[src/source/uart_bridge_pkg.sv]
package uart_bridge_pkg;

    // ******************************
    // Bit timing
    // ******************************
    localparam int CLKS_PER_BIT  = 16;   // Kept short for simulation
    localparam int IDLE_GAP_BITS = 20;   // Idle bit times that close an rx frame

    localparam int CLK_CNT_W     = $clog2(CLKS_PER_BIT);
    localparam int IDLE_GAP_CLKS = IDLE_GAP_BITS * CLKS_PER_BIT;
    localparam int GAP_CNT_W     = $clog2(IDLE_GAP_CLKS);

    // ******************************
    // Frame sizes
    // ******************************
    localparam int RX_FRAME_BITS    = 64;
    localparam int RX_PAYLOAD_BYTES = RX_FRAME_BITS / 8 - 3;  // Less len, rx_id, tx_ack
    localparam int TX_FRAME_BITS    = 64;
    localparam int TX_PAYLOAD_BYTES = TX_FRAME_BITS / 8 - 2;  // Less len, id

    // One event from the serial receiver
    typedef struct packed {
        logic [7:0] data;
        logic       valid;   // Byte strobe
        logic       eop;     // End of frame strobe
    } rx_byte_t;

    // Word published towards the host
    typedef struct packed {
        logic [RX_PAYLOAD_BYTES*8-1:0] payload;  // Last byte received in bits 7:0
        logic [7:0]                    len;
        logic [7:0]                    rx_id;
        logic [7:0]                    tx_ack;
    } rx_frame_t;

    // Word presented by the host
    typedef struct packed {
        logic [TX_PAYLOAD_BYTES*8-1:0] payload;  // Byte 0 is the lowest and goes out first
        logic [7:0]                    len;
        logic [7:0]                    id;
    } tx_frame_t;

endpackage

[src/source/uart_rx.sv]
`timescale 1ns/1ps

module uart_rx (
    input  logic                      clk,
    input  logic                      rst_n,
    input  logic                      rx,
    output uart_bridge_pkg::rx_byte_t rx_byte
);

    typedef enum logic [1:0] {
        RX_IDLE,
        RX_START,
        RX_DATA,
        RX_STOP
    } rx_state_t;

    rx_state_t                              state;
    logic                                   rx_meta;
    logic                                   rx_sync;
    logic [uart_bridge_pkg::CLK_CNT_W-1:0]  clk_cnt;
    logic [2:0]                             bit_idx;
    logic [7:0]                             shift_reg;
    logic                                   valid_q;
    logic                                   eop_q;
    logic [uart_bridge_pkg::GAP_CNT_W-1:0]  gap_cnt;
    logic                                   gap_armed;  // Byte seen since last eop
    logic                                   bit_end;

    assign bit_end = (clk_cnt == uart_bridge_pkg::CLKS_PER_BIT - 1);

    always_ff @(posedge clk or negedge rst_n) begin
        if (!rst_n) begin
            rx_meta <= 1'b1;
            rx_sync <= 1'b1;
        end else begin
            rx_meta <= rx;
            rx_sync <= rx_meta;
        end
    end

    // ******************************
    // Character FSM
    // ******************************
    always_ff @(posedge clk or negedge rst_n) begin
        if (!rst_n) begin
            state   <= RX_IDLE;
            clk_cnt <= '0;
            bit_idx <= '0;
            valid_q <= 1'b0;
        end else begin
            valid_q <= 1'b0;
            clk_cnt <= clk_cnt + 1'b1;
            case (state)
                RX_IDLE: begin
                    clk_cnt <= '0;
                    if (!rx_sync) state <= RX_START;   // Falling edge of start bit
                end
                RX_START: begin
                    if (clk_cnt == uart_bridge_pkg::CLKS_PER_BIT / 2 - 1) begin
                        clk_cnt <= '0;
                        bit_idx <= '0;
                        state   <= rx_sync ? RX_IDLE : RX_DATA;  // Glitch goes back
                    end
                end
                RX_DATA: begin
                    if (bit_end) begin
                        clk_cnt <= '0;
                        bit_idx <= bit_idx + 1'b1;
                        if (bit_idx == 3'd7) state <= RX_STOP;
                    end
                end
                default: begin
                    if (bit_end) begin
                        valid_q <= rx_sync;   // Framing error drops the byte
                        state   <= RX_IDLE;
                    end
                end
            endcase
        end
    end

    // Data bits arrive LSB first
    always_ff @(posedge clk) begin
        if (state == RX_DATA && bit_end) shift_reg <= {rx_sync, shift_reg[7:1]};
    end

    // Idle gap after the last good byte ends the frame
    always_ff @(posedge clk or negedge rst_n) begin
        if (!rst_n) begin
            gap_cnt   <= '0;
            gap_armed <= 1'b0;
            eop_q     <= 1'b0;
        end else begin
            eop_q <= 1'b0;
            if (valid_q) gap_armed <= 1'b1;
            if (state != RX_IDLE || !rx_sync) begin
                gap_cnt <= '0;
            end else if (gap_armed) begin
                if (gap_cnt == uart_bridge_pkg::IDLE_GAP_CLKS - 1) begin
                    gap_cnt   <= '0;
                    gap_armed <= 1'b0;
                    eop_q     <= 1'b1;
                end else begin
                    gap_cnt <= gap_cnt + 1'b1;
                end
            end
        end
    end

    assign rx_byte.data  = shift_reg;
    assign rx_byte.valid = valid_q;
    assign rx_byte.eop   = eop_q;

endmodule

[src/source/uart_tx.sv]
`timescale 1ns/1ps

module uart_tx (
    input  logic       clk,
    input  logic       rst_n,
    input  logic [7:0] tx_byte,
    input  logic       tx_start,
    output logic       tx_busy,
    output logic       tx
);

    logic [9:0]                            shift_reg;  // Stop, data, start
    logic [uart_bridge_pkg::CLK_CNT_W-1:0] clk_cnt;
    logic [3:0]                            bit_cnt;

    // ******************************
    // 8N1 serialiser
    // ******************************
    always_ff @(posedge clk or negedge rst_n) begin
        if (!rst_n) begin
            shift_reg <= '1;   // Line idles high
            clk_cnt   <= '0;
            bit_cnt   <= '0;
            tx_busy   <= 1'b0;
        end else if (!tx_busy) begin
            if (tx_start) begin
                shift_reg <= {1'b1, tx_byte, 1'b0};
                clk_cnt   <= '0;
                bit_cnt   <= '0;
                tx_busy   <= 1'b1;
            end
        end else begin
            if (clk_cnt == uart_bridge_pkg::CLKS_PER_BIT - 1) begin
                clk_cnt   <= '0;
                shift_reg <= {1'b1, shift_reg[9:1]};  // Refill with idle level
                if (bit_cnt == 4'd9) begin
                    tx_busy <= 1'b0;   // Stop bit complete
                end else begin
                    bit_cnt <= bit_cnt + 1'b1;
                end
            end else begin
                clk_cnt <= clk_cnt + 1'b1;
            end
        end
    end

    assign tx = shift_reg[0];

endmodule

[src/source/rx_frame_assembler.sv]
`timescale 1ns/1ps

module rx_frame_assembler (
    input  logic                       clk,
    input  logic                       rst_n,
    input  uart_bridge_pkg::rx_byte_t  rx_byte,
    input  logic [7:0]                 tx_ack,
    output uart_bridge_pkg::rx_frame_t rxdata
);

    logic [uart_bridge_pkg::RX_PAYLOAD_BYTES*8-1:0] payload_buf;
    logic [7:0]                                     byte_cnt;
    logic [7:0]                                     frame_cnt;   // Wraps at 256

    // ******************************
    // Collect and publish
    // ******************************
    always_ff @(posedge clk or negedge rst_n) begin
        if (!rst_n) begin
            payload_buf <= '0;
            byte_cnt    <= '0;
            frame_cnt   <= '0;
            rxdata      <= '0;
        end else if (rx_byte.eop) begin
            rxdata.payload <= payload_buf;
            rxdata.len     <= byte_cnt;
            rxdata.rx_id   <= frame_cnt;
            rxdata.tx_ack  <= tx_ack;
            payload_buf    <= '0;
            byte_cnt       <= '0;
            frame_cnt      <= frame_cnt + 1'b1;
        end else if (rx_byte.valid) begin
            // Newest byte enters at the bottom and overflow is dropped
            if (byte_cnt < uart_bridge_pkg::RX_PAYLOAD_BYTES) begin
                payload_buf <= {payload_buf[uart_bridge_pkg::RX_PAYLOAD_BYTES*8-9:0],
                                rx_byte.data};
                byte_cnt    <= byte_cnt + 1'b1;
            end
        end
    end

endmodule

[src/source/tx_frame_sequencer.sv]
`timescale 1ns/1ps

module tx_frame_sequencer (
    input  logic                       clk,
    input  logic                       rst_n,
    input  uart_bridge_pkg::tx_frame_t txdata,
    input  logic                       tx_busy,
    output logic [7:0]                 tx_byte,
    output logic                       tx_start,
    output logic [7:0]                 tx_ack
);

    logic [uart_bridge_pkg::TX_PAYLOAD_BYTES*8-1:0] payload_buf;
    logic [7:0]                                     bytes_left;
    logic [7:0]                                     last_id;
    logic [7:0]                                     len_clamped;
    logic                                           sending;
    logic                                           new_frame;

    assign new_frame = !sending && (txdata.id != last_id);

    // Longer frames are cut to the payload capacity
    assign len_clamped = (txdata.len > uart_bridge_pkg::TX_PAYLOAD_BYTES) ?
                         8'(uart_bridge_pkg::TX_PAYLOAD_BYTES) : txdata.len;

    // ******************************
    // Frame control
    // ******************************
    always_ff @(posedge clk or negedge rst_n) begin
        if (!rst_n) begin
            sending    <= 1'b0;
            bytes_left <= '0;
            last_id    <= '0;
            tx_start   <= 1'b0;
            tx_ack     <= '0;
        end else begin
            tx_start <= 1'b0;
            if (new_frame) begin
                last_id    <= txdata.id;
                bytes_left <= len_clamped;
                sending    <= 1'b1;
            end else if (sending && !tx_busy && !tx_start) begin
                if (bytes_left != 8'd0) begin
                    tx_start   <= 1'b1;
                    bytes_left <= bytes_left - 1'b1;
                end else begin
                    tx_ack  <= last_id;   // Last stop bit is out
                    sending <= 1'b0;
                end
            end
        end
    end

    // Payload path, byte 0 first
    always_ff @(posedge clk) begin
        if (new_frame) begin
            payload_buf <= txdata.payload;
        end else if (sending && !tx_busy && !tx_start && bytes_left != 8'd0) begin
            tx_byte     <= payload_buf[7:0];
            payload_buf <= payload_buf >> 8;
        end
    end

endmodule

[src/source/uart_bridge.sv]
`timescale 1ns/1ps

module uart_bridge (
    input  logic                       clk,
    input  logic                       rst_n,
    input  logic                       rx,
    output logic                       tx,
    input  uart_bridge_pkg::tx_frame_t txdata,
    output uart_bridge_pkg::rx_frame_t rxdata
);

    uart_bridge_pkg::rx_byte_t rx_byte;
    logic [7:0]                tx_ack;
    logic [7:0]                tx_byte;
    logic                      tx_start;
    logic                      tx_busy;

    // ******************************
    // Receive chain
    // ******************************
    uart_rx u_uart_rx (
        .clk     (clk),
        .rst_n   (rst_n),
        .rx      (rx),
        .rx_byte (rx_byte)
    );

    rx_frame_assembler u_rx_frame_assembler (
        .clk     (clk),
        .rst_n   (rst_n),
        .rx_byte (rx_byte),
        .tx_ack  (tx_ack),     // Ack rides back on the next rx frame
        .rxdata  (rxdata)
    );

    // ******************************
    // Transmit chain
    // ******************************
    tx_frame_sequencer u_tx_frame_sequencer (
        .clk      (clk),
        .rst_n    (rst_n),
        .txdata   (txdata),
        .tx_busy  (tx_busy),
        .tx_byte  (tx_byte),
        .tx_start (tx_start),
        .tx_ack   (tx_ack)
    );

    uart_tx u_uart_tx (
        .clk      (clk),
        .rst_n    (rst_n),
        .tx_byte  (tx_byte),
        .tx_start (tx_start),
        .tx_busy  (tx_busy),
        .tx       (tx)
    );

endmodule

[config.mk]
export PLATFORM = sky130hd
export DESIGN_NAME = uart_bridge
export DESIGN_NICKNAME = d
export VERILOG_FILES = /design/src/source/uart_bridge_pkg.sv /design/src/source/uart_rx.sv /design/src/source/uart_tx.sv /design/src/source/rx_frame_assembler.sv /design/src/source/tx_frame_sequencer.sv /design/src/source/uart_bridge.sv
export SDC_FILE = /design/constraint.sdc
export NUM_CORES = 1
export LEC_CHECK = 0
export ABC_AREA = 1
export BUFFER_PORTS_ARGS = -buffer_cell sky130_fd_sc_hd__buf_4
export CAP_MARGIN = 10
export CORE_MARGIN = 2
export CORE_UTILIZATION = 40
export DETAILED_ROUTE_END_ITERATION = 8
export PLACE_DENSITY = 0.7
export REMOVE_ABC_BUFFERS = 1
export SLEW_MARGIN = 20
export SYNTH_ARGS = -nofsm -noshare
export SYNTH_HDL_FRONTEND = slang
export SYNTH_SLANG_ARGS = --single-unit
[constraint.sdc]
create_clock -name clk -period 2.5 [get_ports clk]
set_input_delay 0.25 -clock clk [delete_from_list [all_inputs] [get_ports clk]]
set_output_delay 0.25 -clock clk [all_outputs]
set_load 0.02 [all_outputs]
; After elaboration in Yosys (flattened, before gate mapping)
; Index checks and enable logic that the tools add are counted.
[totals]
reg_bits = 252
input_bits = 67
output_inout_bits = 65
word_cells = 144
[op_classes]
add_sub_neg = 8
n_lt_le_gt_ge = 2
n_eq_ne = 16
n_mux = 56
n_bitwise = 2
reduce_logical = 32
[op_table]
columns = operator, n
row1 = 40-bit two-way mux, 3
row2 = 48-bit two-way mux, 2
row3 = 8-bit two-way mux, 7
row4 = 4-bit two-way mux, 8
row5 = 10-bit two-way mux, 3
row6 = 9-bit two-way mux, 3
row7 = 1-bit two-way mux, 19
row8 = 2-bit nonzero test, 9
row9 = "8-bit by 1-bit adder with 8-bit output, second input constant", 2
row10 = "4-bit by 1-bit adder with 4-bit output, second input constant", 3
row11 = "4-bit equality test, second input constant", 3
row12 = 2-bit two-way mux, 6
row13 = 4-bit one-hot mux with 3 select lines, 1
row14 = 2-bit AND reduction, 5
row15 = "9-bit by 1-bit adder with 9-bit output, second input constant", 1
row16 = "9-bit equality test, second input constant", 1
row17 = 3-bit AND reduction, 3
row18 = "8-bit by 3-bit greater-than comparator with 1-bit output, second input constant", 1
row19 = "8-bit by 3-bit < comparator with 1-bit output, second input constant", 1
row20 = "2-bit by 1-bit inequality test with 1-bit output, second input constant", 4
row21 = 8-bit inequality test, 1
row22 = 8-bit nonzero test, 1
row23 = "8-bit by 1-bit subtractor with 8-bit output, second input constant", 1
row24 = 3-bit two-way mux, 2
row25 = other kinds (16), 26

; Depth between registers and ports, before layout
[logic_depth]
word_depth = 6
mapped_depth = 12
ltp_nobuf = 11

; Hierarchy
; A second synthesis with hierarchy kept.
[unflattened]
hier_cells = 1206
hier_area_um2 = 11106.9
[modules_own_cells]
columns = module, instances, cells_each, area_per_inst_um2, seq_area_each_um2
row1 = rx_frame_assembler, 1, 538, 4906.0, 3002.9
row2 = tx_frame_sequencer, 1, 381, 3759.9, 2332.2
row3 = uart_rx, 1, 166, 1508.9, 818.3
row4 = uart_tx, 1, 121, 932.1, 461.7

; Least setup slack after synthesis
; OpenSTA, ideal clock, no wires.
[synth_timing]
path_type = flip-flop to flip-flop
startpoint = register u_tx_frame_sequencer.bytes_left[0]
endpoint = register u_tx_frame_sequencer.payload_buf[0] (netlist bit), enable pin
setup_ns = 0.584
arrival_time_ns = 1.894
t_required_ns = 1.916
setup_slack_ns = 0.022
path_stages_with_launch = 7
path_buffers = 1
period_less_slack_ns = 2.478
path_cell_list = dfrtp_1 > inv_1 > ha_1 > nand3_1 > o21ai_2 > buf_4 > nand2_1
[synth_between]
elab_chain_len = 3
[synth_rtl]
columns = element, line_no
row1 = "start, declared", tx_frame_sequencer.sv:14  ; logic [7:0] bytes_left;
row2 = "start signal, assigned", tx_frame_sequencer.sv:40  ; bytes_left <= len_clamped;
row3 = "start signal, assigned", tx_frame_sequencer.sv:45  ; bytes_left <= bytes_left - 1'b1;
row4 = 8-bit nonzero test, tx_frame_sequencer.sv:58  ; end else if (sending && !tx_busy && !tx_start && bytes_left != 8'd0) begin
row5 = 1-bit logical AND, tx_frame_sequencer.sv:58
row6 = 2-bit nonzero test (no source line), n/a
row7 = "end signal, assigned", tx_frame_sequencer.sv:57  ; payload_buf <= txdata.payload;
row8 = "end signal, assigned", tx_frame_sequencer.sv:60  ; payload_buf <= payload_buf >> 8;
row9 = "end, declared", tx_frame_sequencer.sv:13  ; logic [uart_bridge_pkg::TX_PAYLOAD_BYTES*8-1:0] payload_buf;
; Every way passes these cells.
; A chain may end at the register's enable or synchronous reset.

; Final worst setup path
[layout_timing]
startpoint = register u_rx_frame_assembler.byte_cnt[0]
endpoint = register u_rx_frame_assembler.payload_buf[20] (netlist bit)
[layout_between]
elab_chain_len = 3
[layout_rtl]
columns = element, line_no
row1 = "start, declared", rx_frame_assembler.sv:12  ; logic [7:0] byte_cnt;
row2 = "start signal, assigned", rx_frame_assembler.sv:37  ; byte_cnt <= byte_cnt + 1'b1;
row3 = 8-bit by 3-bit < comparator with 1-bit output, rx_frame_assembler.sv:34  ; if (byte_cnt < uart_bridge_pkg::RX_PAYLOAD_BYTES) begin
row4 = 2-bit nonzero test (no source line), n/a
row5 = 2-bit AND reduction (no source line), n/a
row6 = "end signal, assigned", rx_frame_assembler.sv:35  ; payload_buf <= {payload_buf[uart_bridge_pkg::RX_PAYLOAD_BYTES*8-9:0],
row7 = "end, declared", rx_frame_assembler.sv:11  ; logic [uart_bridge_pkg::RX_PAYLOAD_BYTES*8-1:0] payload_buf;
; Every way passes these cells.

==> impl_metrics.toml <==
[timing]
clock_skew_ps = 20.81
final_max_slew_viol_count = 0
slew_headroom = 0.5019
tightest_slew_ps = 746.0
fin_crit_ps = 1917
setup_viol = 0
hold_violations = 0
hold_ws_ps = 27.58
rsz0062_at_grt = "no"
timing.final.crit_share = 0.7668
fmax_mhz = 521.7

[worst_setup_path]
path_max_fanout = 32
arrival_ps = 2360
endpoint_kind = "flip-flop"
critical_path.startpoint_type = "flip-flop"
rrSetupSlack_ps = 580
crit_required_ps = 2940
critical_path_class = "reg -> reg"

[logic_synthesis]
synthCells = 1048
synth_top_area_frac = 0.4274
synth-compound-area-share = 0.07977
syn_area_per_cell_sq_um = 9.833
yosysTopAreaCell = "dfrtp_1"
netlist_area_sq_um = 10300
synth-seq-cells = 251
synth_area_leaders = "dfrtp_1, edfxtp_1, nand2_1"
ys_types = 36
ys_seq_area_frac = 0.6419
synthAdderAreaFrac = 0.02064
synth_xor_area_frac = 0.01615
synth_top_family_by_area = "simple AND/OR/NAND/NOR gates"
yosysWarnings = 0
synth.area.mux_share = 0.0009713
synth-simple-area-share = 0.1768

[floorplan]
core_sq_um = 25250
rows = 58
io-pin-count = 132
initial_utilization = 0.4080
die_w_um = 164.5
die_h_um = 164.5
die_area_sq_um = 27060

[power]
p_sw_frac = 0.2399
leakage_nw = 6.185
netSwitchingPower_mw = 2.307
combPwrFrac = 0.100
power.total_mw = 9.615
seq_power_share = 0.481
clkPwrFrac = 0.419
max-vdd-ir-drop_v = 0.0004617
p_int_mw = 7.308
power.density_nw_per_um2 = 738.7

[global_routing]
grt_pass1_vias = 7211
grt.total_usage = 0.1547
antenna_found_initial = 0
grt_max_degree = 81
grt_overflow = 0
grt_pass1_wl_um = 34440

[detailed_routing]
wl_per_cell_um = 13.25
drt-total-wl_um = 20930
routed_via_density = 4.687
antenna_left = 0
drt_pass1_iterations = 5
vias = 7406
drc = 0
drtIter0Drc = 403

[flow_run]
maxCapViolations = 0

[layout]
regMostFlops = "u_rx_frame_assembler.rxdata"
syn2layout_area_growth_pct = 26.31
fillers = 2223
seq_area_sq_um = 6615
final_nets = 1313
layout-drive-gt1-share = 0.1728
final_core_util = 0.5154
layout_common_cells = "nand2_1, dfrtp_1, buf_4, inv_1, o21ai_0"
multi_input_area_sq_um = 3044
largest_reg_flops = 64
n_antenna_cell = 0
layout_commonest_cell = "nand2_1"
top_regs = "u_rx_frame_assembler.rxdata (64), u_tx_frame_sequencer.payload_buf (48), u_rx_frame_assembler.payload_buf (40)"

[placed_design]
dp_hpwl_um = 13380
place_congestion = 0.7946
numPortBuffers = 131

[cts]
clkSinkCount = 251
cts-htree-levels = 1
root_buffer = "clkbuf_16"
clk_path_buf_depth = 3
clock_latency_ps = 530
tritoncts = "built"
clk_pin_slew_worst_paths_ps = 60
post_cts_buffers = 0
cts_buffers = 27

[outcome]
outcome = "finished clean"

[hold_path]
hold_class = "in -> reg"
==> what timing repair did <==
action                                 in CTS  in global routing
endpoints found under the hold margin     110                  0
gates resized for setup                     0                  0
hold buffers                               46                  0
==> synthesized netlist by cell type, drive strengths merged <==
cell / n
nand2: 339
dfrtp: 176
inv: 114
o21ai: 96
edfxtp: 64
nor2: 64
nand3: 37
buf: 34
o22ai: 34
ha: 17
dfstp: 11
a31oi: 10
nor3: 10
xor2: 10
xnor2: 9
clkbuf: 7
nand4: 5
a21oi: 4
o31ai: 3
a211oi: 1
clkinv: 1
mux2i: 1
o21a: 1
==> worst paths after layout <==
path	from	endpoint	cells after the start
worst max-delay path	u_rx_frame_assembler.byte_cnt[0]	u_rx_frame_assembler.payload_buf[20]	7
worst min-delay path	txdata[7]	u_tx_frame_sequencer.last_id[7]	3
worst max register to register	u_rx_frame_assembler.byte_cnt[0]	u_rx_frame_assembler.payload_buf[20]	7
worst min register to register	u_uart_rx.rx_meta	u_uart_rx.rx_sync	0
max in group asynchronous	rst_n	u_uart_rx.rx_sync	3
min in group asynchronous	rst_n	u_rx_frame_assembler.rxdata[23]	2
==> power groups by stage <==
stage	sequential, mW	clock [mW]	combinational [mW]
2_1_floorplan	4.67	0	0.592
3_3_place_gp	4.68	0	0.877
3_5_place_dp	4.69	0	0.909
4_1_cts	4.62	4.12	0.975
5_1_grt	4.66	4.29	1.12
6_report	4.62	4.03	0.963
==> routing by layer <==
metal  part of all wire  wire length, um  global-route usage
met5                  0                0                   0
met2               0.47             9791              0.2438
met1               0.45             9407              0.2117
met3              0.046              967             0.03039
met4              0.037              767             0.06126
==> worst max-delay path, stage by stage (launching register included) <==
cell     delay [ps]
dfrtp_1         400
inv_1           120
ha_1            170
o21ai_1         150
nor3_4          430
nand2_1          90
buf_4           270
o22ai_1         200
==> per-stage QoR <==
step | std cells | setup TNS [ps] | setup slack [ps] | instance area (sq um)
floorplan | 1007 | -17570 | -248.7 | 10080
global placement | 1484 | 0 | 674.5 | 11650
detailed placement | 1484 | 0 | 573.6 | 11650
CTS | 1580 | 0 | 551.6 | 13020
global route | 1580 | 0 | 433.9 | 13020
finish | 1580 | 0 | 583.0 | 13020
==> area by class of cell <==
type                    count  area share
multi-input cells         641      0.2339
repair buffers            193      0.1235
well taps                 330     0.03172
inverters                 115     0.03336
clock buffers              39     0.05873
clock inverters            11     0.01057
flip-flops and latches    251      0.5082
==> kinds of logic (layout without fill, tap and decap cells) <==
kind of cell / after synthesis / in the layout
xor gates and xnor gates: 19 / 19
adders and majority gates: 17 / 17
muxes: 1 / 1
and+or+nand+nor: 455 / 455
AOI/OAI and AO/OA: 149 / 149
DFF: 251 / 251
buffers and inverters: 156 / 358
Power figures use the tool's default switching activity.
